## src/fetch_image.hex

```
// Four instruction words per line, word index 4*line to 4*line+3
02800000 02800001 02800002 02800003
02800004 02800005 50001000 02800007
02800008 02800009 0280000a 0280000b
0280000c 0280000d 57ffcbff 0280000f
02800010 02800011 02800012 02800013
02800014 02800015 02800016 02800017
02800018 02800019 0280001a 0280001b
0280001c 0280001d 0280001e 0280001f
02800020 02800021 02800022 02800023
02800024 02800025 02800026 02800027
02800028 02800029 0280002a 0280002b
0280002c 0280002d 0280002e 0280002f
02800030 02800031 02800032 02800033
02800034 02800035 02800036 02800037
02800038 02800039 0280003a 0280003b
0280003c 0280003d 0280003e 0280003f

```

## src/fetch_pkg.sv

```systemverilog
package fetch_pkg;

    ////////////////////
    // Address and word types
    typedef logic [31:0] pc_t;
    typedef logic [31:0] instr_t;

    // First fetch address out of reset
    localparam pc_t RESET_PC = 32'h1c00_0000;

    ////////////////////
    // Branch target buffer
    localparam int BTB_ENTRIES = 16;
    localparam int BTB_IDX_W   = 4;
    // Tag is PC[31:6], index PC[5:2]
    localparam int BTB_TAG_W   = 32 - BTB_IDX_W - 2;
    typedef logic [BTB_IDX_W-1:0] btb_idx_t;
    typedef logic [BTB_TAG_W-1:0] btb_tag_t;

    ////////////////////
    // Cache model
    localparam int LINE_BYTES  = 16;
    localparam int LINE_OFF_W  = $clog2(LINE_BYTES);
    localparam int LINE_TAG_W  = 32 - LINE_OFF_W;
    localparam int MISS_CYCLES = 2;
    localparam int MISS_CNT_W  = $clog2(MISS_CYCLES + 1);
    // 64 words, so the image repeats every 256 bytes
    localparam int IMAGE_WORDS = 64;
    localparam int IMAGE_IDX_W = $clog2(IMAGE_WORDS);
    typedef logic [LINE_TAG_W-1:0]  line_tag_t;
    typedef logic [MISS_CNT_W-1:0]  miss_cnt_t;
    typedef logic [IMAGE_IDX_W-1:0] img_idx_t;

    // Major opcodes of the direct jumps
    typedef logic [5:0] opcode_t;
    localparam opcode_t OPC_B  = 6'b010100;
    localparam opcode_t OPC_BL = 6'b010101;

    ////////////////////
    // Instruction queue
    localparam int IQ_DEPTH = 8;
    localparam int IQ_PTR_W = $clog2(IQ_DEPTH);
    typedef logic [IQ_PTR_W-1:0] iq_ptr_t;
    // One extra bit so that a full queue is countable
    typedef logic [IQ_PTR_W:0]   iq_cnt_t;

    // Branch outcome from the memory stage
    typedef struct packed {
        logic mispredict;
        pc_t  pc;
        pc_t  target;
    } br_resolve_t;

endpackage

```

## src/excp_pkg.sv

```systemverilog
package excp_pkg;

    // Bit 7 is the write enable, bits 6..0 the code
    typedef logic [7:0] ecode_t;

    localparam ecode_t ECODE_NONE = 8'h00;
    // Fetch address not word aligned
    localparam ecode_t ECODE_ADEF = 8'b1_000_1000;

    // Redirects from the CSR and exception unit
    typedef struct packed {
        logic           era_en;
        fetch_pkg::pc_t era_pc;
        logic           eentry_en;
        fetch_pkg::pc_t eentry_pc;
        logic           csr_flush;
        fetch_pkg::pc_t csr_pc;
    } excp_redirect_t;

    // One fetched word with its PC and fetch exception
    typedef struct packed {
        fetch_pkg::pc_t    pc;
        fetch_pkg::instr_t instr;
        ecode_t            ecode;
    } fetch_entry_t;

    // Any redirect from the back end flushes the whole front end
    function automatic logic backend_redirect(input excp_redirect_t excp,
                                              input fetch_pkg::br_resolve_t br);
        return excp.era_en | excp.eentry_en | excp.csr_flush | br.mispredict;
    endfunction

endpackage

```

## src/btb_predictor.sv

```systemverilog
`timescale 1ns/1ps

module btb_predictor (
    input  logic                   clk,
    input  logic                   rstn,
    input  fetch_pkg::pc_t         pc_if1,
    input  fetch_pkg::br_resolve_t br,
    output fetch_pkg::pc_t         pc_predict
);

    // Direct-mapped table
    logic [fetch_pkg::BTB_ENTRIES-1:0] valid_q;
    fetch_pkg::btb_tag_t               tag_q    [fetch_pkg::BTB_ENTRIES];
    fetch_pkg::pc_t                    target_q [fetch_pkg::BTB_ENTRIES];

    fetch_pkg::btb_idx_t rd_idx;
    fetch_pkg::btb_tag_t rd_tag;
    fetch_pkg::btb_idx_t wr_idx;
    fetch_pkg::btb_tag_t wr_tag;
    logic                hit;

    ////////////////////
    // Lookup with the IF1 address
    assign rd_idx = pc_if1[fetch_pkg::BTB_IDX_W+1:2];
    assign rd_tag = pc_if1[31:fetch_pkg::BTB_IDX_W+2];

    assign hit = valid_q[rd_idx] && (tag_q[rd_idx] == rd_tag);

    // Taken target on a hit, next sequential word otherwise
    assign pc_predict = hit ? target_q[rd_idx] : pc_if1 + 32'd4;

    ////////////////////
    // Training from the memory stage
    assign wr_idx = br.pc[fetch_pkg::BTB_IDX_W+1:2];
    assign wr_tag = br.pc[31:fetch_pkg::BTB_IDX_W+2];

    // Valid bits are the only control state
    always_ff @(posedge clk) begin
        if (!rstn) begin
            valid_q <= '0;
        end else if (br.mispredict) begin
            valid_q[wr_idx] <= 1'b1;
        end
    end

    // Tag and target of the resolved branch
    // A newer branch on the same index just replaces the old one
    always_ff @(posedge clk) begin
        if (br.mispredict) begin
            tag_q[wr_idx]    <= wr_tag;
            target_q[wr_idx] <= br.target;
        end
    end

endmodule

```

## src/fetch_top.sv

```systemverilog
`timescale 1ns/1ps

module fetch_top (
    input  logic                     clk,
    input  logic                     rstn,
    input  fetch_pkg::br_resolve_t   br,
    input  excp_pkg::excp_redirect_t excp,
    input  logic                     pop,
    output excp_pkg::fetch_entry_t   head_entry,
    output logic                     head_valid
);

    ////////////////////
    // Stage wires
    fetch_pkg::pc_t         pc_predict;
    fetch_pkg::pc_t         pc_if1;
    logic                   if1_valid;
    excp_pkg::fetch_entry_t if2_entry;
    logic                   if2_valid;
    logic                   pd_redirect;
    fetch_pkg::pc_t         pd_target;
    logic                   icache_stall;
    logic                   iq_full;

    // IF1 address register
    pc_gen u_pc_gen (
        .clk(clk), .rstn(rstn), .pc_predict(pc_predict), .br(br), .excp(excp),
        .pd_redirect(pd_redirect), .pd_target(pd_target),
        .icache_stall(icache_stall), .iq_full(iq_full),
        .pc_if1(pc_if1), .if1_valid(if1_valid)
    );

    // Next PC prediction
    btb_predictor u_btb (
        .clk(clk), .rstn(rstn), .pc_if1(pc_if1), .br(br), .pc_predict(pc_predict)
    );

    // IF2 with the miss model
    icache_model u_icache (
        .clk(clk), .rstn(rstn), .pc_if1(pc_if1), .if1_valid(if1_valid),
        .iq_full(iq_full), .br(br), .excp(excp), .pd_redirect(pd_redirect),
        .if2_entry(if2_entry), .if2_valid(if2_valid), .icache_stall(icache_stall)
    );

    // Direct jumps out of IF2
    predecoder u_predec (
        .if2_entry(if2_entry), .if2_valid(if2_valid), .pc_if1(pc_if1),
        .br(br), .excp(excp), .pd_redirect(pd_redirect), .pd_target(pd_target)
    );

    // Buffer toward decode
    instr_queue u_iq (
        .clk(clk), .rstn(rstn), .push(if2_valid), .push_entry(if2_entry),
        .pop(pop), .br(br), .excp(excp), .head_entry(head_entry),
        .head_valid(head_valid), .iq_full(iq_full)
    );

endmodule

```

## src/icache_model.sv

```systemverilog
`timescale 1ns/1ps

module icache_model (
    input  logic                     clk,
    input  logic                     rstn,
    input  fetch_pkg::pc_t           pc_if1,
    input  logic                     if1_valid,
    input  logic                     iq_full,
    input  fetch_pkg::br_resolve_t   br,
    input  excp_pkg::excp_redirect_t excp,
    input  logic                     pd_redirect,
    output excp_pkg::fetch_entry_t   if2_entry,
    output logic                     if2_valid,
    output logic                     icache_stall
);

    // Instruction image, mirrored over the fetch address space
    fetch_pkg::instr_t image [fetch_pkg::IMAGE_WORDS];

    initial begin
        $readmemh("/design/src/fetch_image.hex", image);
    end

    fetch_pkg::line_tag_t tag_q;
    fetch_pkg::line_tag_t pc_line;
    fetch_pkg::miss_cnt_t miss_cnt;
    fetch_pkg::img_idx_t  word_idx;
    logic                 be_redirect;
    logic                 line_miss;

    assign be_redirect = excp_pkg::backend_redirect(excp, br);
    assign pc_line     = pc_if1[31:fetch_pkg::LINE_OFF_W];
    assign word_idx    = pc_if1[fetch_pkg::IMAGE_IDX_W+1:2];

    ////////////////////
    // Line miss model
    // Stall as long as IF1 sits outside the held line
    assign line_miss    = (pc_line != tag_q);
    assign icache_stall = line_miss;

    always_ff @(posedge clk) begin
        if (!rstn) begin
            // Start with the reset line already present
            tag_q    <= fetch_pkg::line_tag_t'(fetch_pkg::RESET_PC >> fetch_pkg::LINE_OFF_W);
            miss_cnt <= '0;
        end else if (be_redirect | pd_redirect) begin
            // IF1 moves away, so the refill restarts
            miss_cnt <= '0;
        end else if (line_miss) begin
            if (miss_cnt == fetch_pkg::miss_cnt_t'(fetch_pkg::MISS_CYCLES - 1)) begin
                tag_q    <= pc_line;
                miss_cnt <= '0;
            end else begin
                miss_cnt <= miss_cnt + 1'b1;
            end
        end
    end

    ////////////////////
    // IF2 register
    // Held while the queue is full, else takes IF1 or a bubble
    always_ff @(posedge clk) begin
        if (!rstn) begin
            if2_valid <= 1'b0;
        end else if (be_redirect) begin
            if2_valid <= 1'b0;
        end else if (!iq_full) begin
            if2_valid <= if1_valid & ~pd_redirect;
        end
    end

    // Payload
    always_ff @(posedge clk) begin
        if (!iq_full && if1_valid) begin
            if2_entry.pc    <= pc_if1;
            if2_entry.instr <= image[word_idx];
            // ADEF on a PC that is not word aligned
            if2_entry.ecode <= (pc_if1[1:0] == 2'b00) ? excp_pkg::ECODE_NONE
                                                      : excp_pkg::ECODE_ADEF;
        end
    end

endmodule

```

## src/instr_queue.sv

```systemverilog
`timescale 1ns/1ps

module instr_queue (
    input  logic                     clk,
    input  logic                     rstn,
    input  logic                     push,
    input  excp_pkg::fetch_entry_t   push_entry,
    input  logic                     pop,
    input  fetch_pkg::br_resolve_t   br,
    input  excp_pkg::excp_redirect_t excp,
    output excp_pkg::fetch_entry_t   head_entry,
    output logic                     head_valid,
    output logic                     iq_full
);

    excp_pkg::fetch_entry_t mem [fetch_pkg::IQ_DEPTH];

    fetch_pkg::iq_ptr_t rd_ptr;
    fetch_pkg::iq_ptr_t wr_ptr;
    fetch_pkg::iq_cnt_t count;
    logic               flush;
    logic               do_push;
    logic               do_pop;

    assign flush = excp_pkg::backend_redirect(excp, br);

    // Status from the entry count
    assign iq_full    = (count == fetch_pkg::iq_cnt_t'(fetch_pkg::IQ_DEPTH));
    assign head_valid = (count != '0);
    assign head_entry = mem[rd_ptr];

    // A flush drops the IF2 word and any pop of this cycle
    assign do_push = push & ~iq_full & ~flush;
    assign do_pop  = pop & head_valid & ~flush;

    ////////////////////
    // Pointers and count
    always_ff @(posedge clk) begin
        if (!rstn || flush) begin
            rd_ptr <= '0;
            wr_ptr <= '0;
            count  <= '0;
        end else begin
            if (do_push) begin
                wr_ptr <= wr_ptr + 1'b1;
            end
            if (do_pop) begin
                rd_ptr <= rd_ptr + 1'b1;
            end
            case ({do_push, do_pop})
                2'b10:   count <= count + 1'b1;
                2'b01:   count <= count - 1'b1;
                default: count <= count;
            endcase
        end
    end

    // Entry storage
    always_ff @(posedge clk) begin
        if (do_push) begin
            mem[wr_ptr] <= push_entry;
        end
    end

endmodule

```

## src/pc_gen.sv

```systemverilog
`timescale 1ns/1ps

module pc_gen (
    input  logic                     clk,
    input  logic                     rstn,
    input  fetch_pkg::pc_t           pc_predict,
    input  fetch_pkg::br_resolve_t   br,
    input  excp_pkg::excp_redirect_t excp,
    input  logic                     pd_redirect,
    input  fetch_pkg::pc_t           pd_target,
    input  logic                     icache_stall,
    input  logic                     iq_full,
    output fetch_pkg::pc_t           pc_if1,
    output logic                     if1_valid
);

    logic stall;
    logic be_redirect;
    logic valid_q;

    // Cache miss or no room downstream
    assign stall       = icache_stall | iq_full;
    assign be_redirect = excp_pkg::backend_redirect(excp, br);

    // Goes high one cycle after reset and stays there
    always_ff @(posedge clk) begin
        if (!rstn) begin
            valid_q <= 1'b0;
        end else begin
            valid_q <= 1'b1;
        end
    end

    // IF1 is dropped while stalling or when it is being redirected
    assign if1_valid = valid_q & ~stall & ~pd_redirect & ~be_redirect;

    ////////////////////
    // Next PC select
    // ERA first, then EENTRY, CSR flush, mispredict, predecode, stall and BTB
    always_ff @(posedge clk) begin
        if (!rstn) begin
            pc_if1 <= fetch_pkg::RESET_PC;
        end else if (excp.era_en) begin
            pc_if1 <= excp.era_pc;
        end else if (excp.eentry_en) begin
            pc_if1 <= excp.eentry_pc;
        end else if (excp.csr_flush) begin
            pc_if1 <= excp.csr_pc;
        end else if (br.mispredict) begin
            pc_if1 <= br.target;
        end else if (pd_redirect) begin
            pc_if1 <= pd_target;
        end else if (stall || !valid_q) begin
            // Hold the address until IF1 can issue it
            pc_if1 <= pc_if1;
        end else begin
            pc_if1 <= pc_predict;
        end
    end

endmodule

```

## src/predecoder.sv

```systemverilog
`timescale 1ns/1ps

module predecoder (
    input  excp_pkg::fetch_entry_t   if2_entry,
    input  logic                     if2_valid,
    input  fetch_pkg::pc_t           pc_if1,
    input  fetch_pkg::br_resolve_t   br,
    input  excp_pkg::excp_redirect_t excp,
    output logic                     pd_redirect,
    output fetch_pkg::pc_t           pd_target
);

    fetch_pkg::opcode_t opcode;
    logic [25:0]        offs26;
    fetch_pkg::pc_t     offset;
    logic               is_jump;
    logic               be_redirect;

    assign be_redirect = excp_pkg::backend_redirect(excp, br);

    ////////////////////
    // B and BL decode
    assign opcode = if2_entry.instr[31:26];

    // offs[15:0] sits in bits 25..10, offs[25:16] in bits 9..0
    assign offs26 = {if2_entry.instr[9:0], if2_entry.instr[25:10]};

    // Word offset, sign extended to a byte offset
    assign offset = {{4{offs26[25]}}, offs26, 2'b00};

    // Only a clean fetch counts
    assign is_jump = if2_valid
                   && (if2_entry.ecode == excp_pkg::ECODE_NONE)
                   && ((opcode == fetch_pkg::OPC_B) || (opcode == fetch_pkg::OPC_BL));

    assign pd_target = if2_entry.pc + offset;

    ////////////////////
    // Early redirect
    // IF1 already holds the successor, either fall-through or a BTB hit
    // Nothing to do when that already is the jump target
    // Back end wins in the same cycle
    assign pd_redirect = is_jump && (pd_target != pc_if1) && !be_redirect;

endmodule

```

## config.mk

```make
export PLATFORM = sky130hd
export DESIGN_NAME = fetch_top
export DESIGN_NICKNAME = d
export VERILOG_FILES = /design/src/fetch_pkg.sv /design/src/excp_pkg.sv /design/src/btb_predictor.sv /design/src/fetch_top.sv /design/src/icache_model.sv /design/src/instr_queue.sv /design/src/pc_gen.sv /design/src/predecoder.sv
export SDC_FILE = /design/constraint.sdc
export NUM_CORES = 1
export LEC_CHECK = 0
export BUFFER_PORTS_ARGS = -buffer_cell sky130_fd_sc_hd__buf_2
export CAP_MARGIN = 20
export CELL_PAD_IN_SITES_DETAIL_PLACEMENT = 2
export CELL_PAD_IN_SITES_GLOBAL_PLACEMENT = 2
export CORE_MARGIN = 2
export CORE_UTILIZATION = 35
export DETAILED_ROUTE_END_ITERATION = 6
export HOLD_SLACK_MARGIN = 0.02
export PLACE_DENSITY = 0.57
export RECOVER_POWER = 25
export SLEW_MARGIN = 20
export SYNTH_ARGS = -nofsm -noshare
export SYNTH_HDL_FRONTEND = slang
export SYNTH_SLANG_ARGS = --single-unit
```

## constraint.sdc

```tcl
create_clock -name clk -period 10.4 [get_ports clk]
set_input_delay 1.04 -clock clk [delete_from_list [all_inputs] [get_ports clk]]
set_output_delay 1.04 -clock clk [all_outputs]
set_load 0.01 [all_outputs]
```

==> results_dict.tcl <==
set metrics [dict create \
    outcome "finished, violations left" \
    violations "design-rule violations" \
    syn-instance-count 2750 \
    drive_gt1_frac 0.2691 \
    synthMuxAreaShare 0.1633 \
    ys_ff_latch 1322 \
    ys_async_sr_fraction 0 \
    power_density_mw_per_mm2 196.7 \
    fin_crit_sh 0.6030 \
    wire_per_inst_um 31.48 \
    peakVddDrop_v 0.0001458 \
    clock_sinks 1322 \
    htree_num_levels 4 \
    grt_max_degree 104 \
    post-place-ws_ns 4.032 \
    required_ns 10.97 \
    gp_congestion 0.7741 \
    fmax_mhz 159.5 \
    start_kind "flip-flop" \
    clock_skew_ns 0.03971 \
    die_h_um 392.8 \
    drc 3 \
    area_growth_pct 15.66 \
    relSlewSlack 0.2279 \
    ys_types 71 \
    synthXorXnorAreaFrac 0.01358 \
    clk_pin_slew_ns 0.06 \
    cts_setup_buffers 0 \
    cts-root-buf "clkbuf_16" \
    synthAdderAreaFrac 0.001798 \
    synthTopCellsByArea "edfxtp_1 70%, mux4_2 13%, dfxtp_1 3.7%, mux2i_1 2.6%, nor2_1 1.1%" \
    grt_use_total 0.2125 \
    io_pins 240 \
    hold_violations 0 \
    yosys.area.top_type_share 0.6954 \
    insertion_delay_ns 0.78 \
    ys_seq_area_frac 0.7321 \
    cp_max_fo 55 \
    setup-tns-final_ns 0 \
    routed_via_density 5.391 \
    first_pass_iters 7 \
    gr-total-overflow 0 \
    nets 3190 \
    crit_path_end_kind "flip-flop" \
    initial_utilization 0.3528 \
    antenna_found_initial 24 \
    ant_nets 0 \
    cts_hold_buffers 0 \
    clk_path_buf_depth 3 \
    core-area_mm2 0.1500 \
    synth.avg_cell_area_um2 19.24 \
    cp.arrival_ns 6.84 \
    synth-compound-area-share 0.03562 \
    place_hpwl_um 98180 \
    crit_type "flip-flop to flip-flop" \
    synth_edf_count 1225 \
    place_area_mm2 0.05638 \
    tritoncts "built" \
    rsz0062_at_grt "false" \
    max-cap-violations 0 \
    wl_um 162500 \
    die_area_mm2 0.1543 \
    vias 27830 \
    yosysMostFrequentCell "edfxtp_1" \
    drv_slew 0 \
    portBuffers 199 \
    tightest_slew_ns 1.148 \
    period_needed_ns 6.271 \
    finalSetupViolations 0 \
    min_path_type "flip-flop to flip-flop" \
    synth.largest_area_cell "edfxtp_1" \
    yosys.area_share.simple 0.03302 \
    ys_top_cells_by_count "1225 x edfxtp_1, 296 x mux4_2, 155 x nor2_1" \
    synth_flop_cell "edfxtp_1" \
    cts_buffers 148 \
    finalInstanceArea_mm2 0.06118 \
    fin_ws_ns 4.129 \
    yosysWarnings 0 \
    netlist_area_mm2 0.05290 \
    grt_pass1_wl_um 229900 \
    rows 142 \
    die_w_um 392.8 \
    grt_pass1_vias 30792 \
    cts_resized 0 \
    hold_start "u_btb.valid_q[5]$_SDFFE_PN0P_" \
    first_iter_violations 2120 \
    power_leakage_nw 19.76 \
    synth_top_family_by_area "multiplexers" \
]
-- cells by family (layout without fill, tap and decap cells) --
family	Yosys count	after routing
flops	1322	1322
mux	486	486
simple gates	368	368
compound gates	265	265
buf+inv	219	572
xor+xnor	82	82
fa+ha+maj	7	7
other cells	1	44
-- critical path, stage by stage (launching register included) --
cell and delay, ns:
dfxtp_4 0.58, buf_4 0.67, buf_4 0.82, mux4_2 0.60, mux2i_1 0.19, mux2i_1 0.23, xor2_1 0.24, nor4_1 0.32
nand4_1 0.16, or4b_2 0.68, buf_4 0.35, mux2i_1 0.20, o21ai_0 0.83
-- cells in the final DEF (no fill, tap or decap), types with 38 or more instances in the layout --
cell / count
a21oi_1: 49
buf_2: 156
buf_4: 81
clkbuf_1: 74
clkbuf_16: 150
conb_1: 38
dfxtp_1: 90
edfxtp_1: 1225
mux2_2: 51
mux2i_1: 138
mux4_2: 296
nand2_1: 65
nor2_1: 139
o21ai_0: 45
xor2_1: 56
-- metal layers --
metal  track usage  share of wire  wire [um]  vias to the layer above
li1              -              -          -                    11749
met1        0.2780           0.42      68780                    15107
met2        0.3581           0.50      80900                      715
met3       0.03772          0.049       7977                      243
met4       0.06890          0.029       4724                       16
met5             0        0.00058         95                        -
-- worst paths after layout --
path	depth (start not counted)	slack, ns	to
setup / recovery	12	4.13	flip-flop
hold / removal	2	0.47	u_btb.valid_q[5]$_SDFFE_PN0P_
setup reg to reg	12	4.13	flip-flop
hold reg to reg	2	0.47	u_btb.valid_q[5]$_SDFFE_PN0P_
-- stage by stage --
| step | instances | power [W] | hold WS (ns) | util |
|---|---|---|---|---|
| CTS | 5156 | 0.01218 | 0.4825 | 0.4083 |
| global route | 5157 | 0.01241 | 0.5065 | 0.4079 |
| detailed placement | 4882 | 0.006912 | 0.4692 | 0.3760 |
| floorplan | 2787 | 0.006540 | 0.4064 | - |
| finish | 5162 | 0.01203 | 0.4734 | 0.4080 |
| global placement | 4882 | 0.006881 | 0.4462 | 0.3760 |
-- where the power goes --
group / internal [W] / switching (W)
logic: 0.000324 / 0.000506
clock network: 0.00305 / 0.00219
registers: 0.00588 / 0.0000761
-- state kept, by name, summed over array words and instances, names as in the netlist, 2 cells and up, named ones only --
name                cells
u_btb.target_q        512
u_btb.tag_q           416
u_iq.mem              264
u_icache.if2_entry     33
u_pc_gen.pc_if1        32
u_icache.tag_q         28
u_btb.valid_q          16
u_iq.count              4
u_iq.rd_ptr             3
u_iq.wr_ptr             3
u_icache.miss_cnt       2
-- area by class of cell --
| cell class | count | area (um2) |
|---|---|---|
| antenna | 6 | 15.01 |
| clock buffer | 182 | 3884 |
| clock inverter | 92 | 960.9 |
| fill | 14090 | 88770 |
| inverter | 16 | 61.31 |
| multi-input combinational | 1246 | 13400 |
| sequential | 1322 | 38750 |
| tap | 2016 | 2522 |
| timing repair buffer | 282 | 1590 |
(Power assumes the default switching activity.)
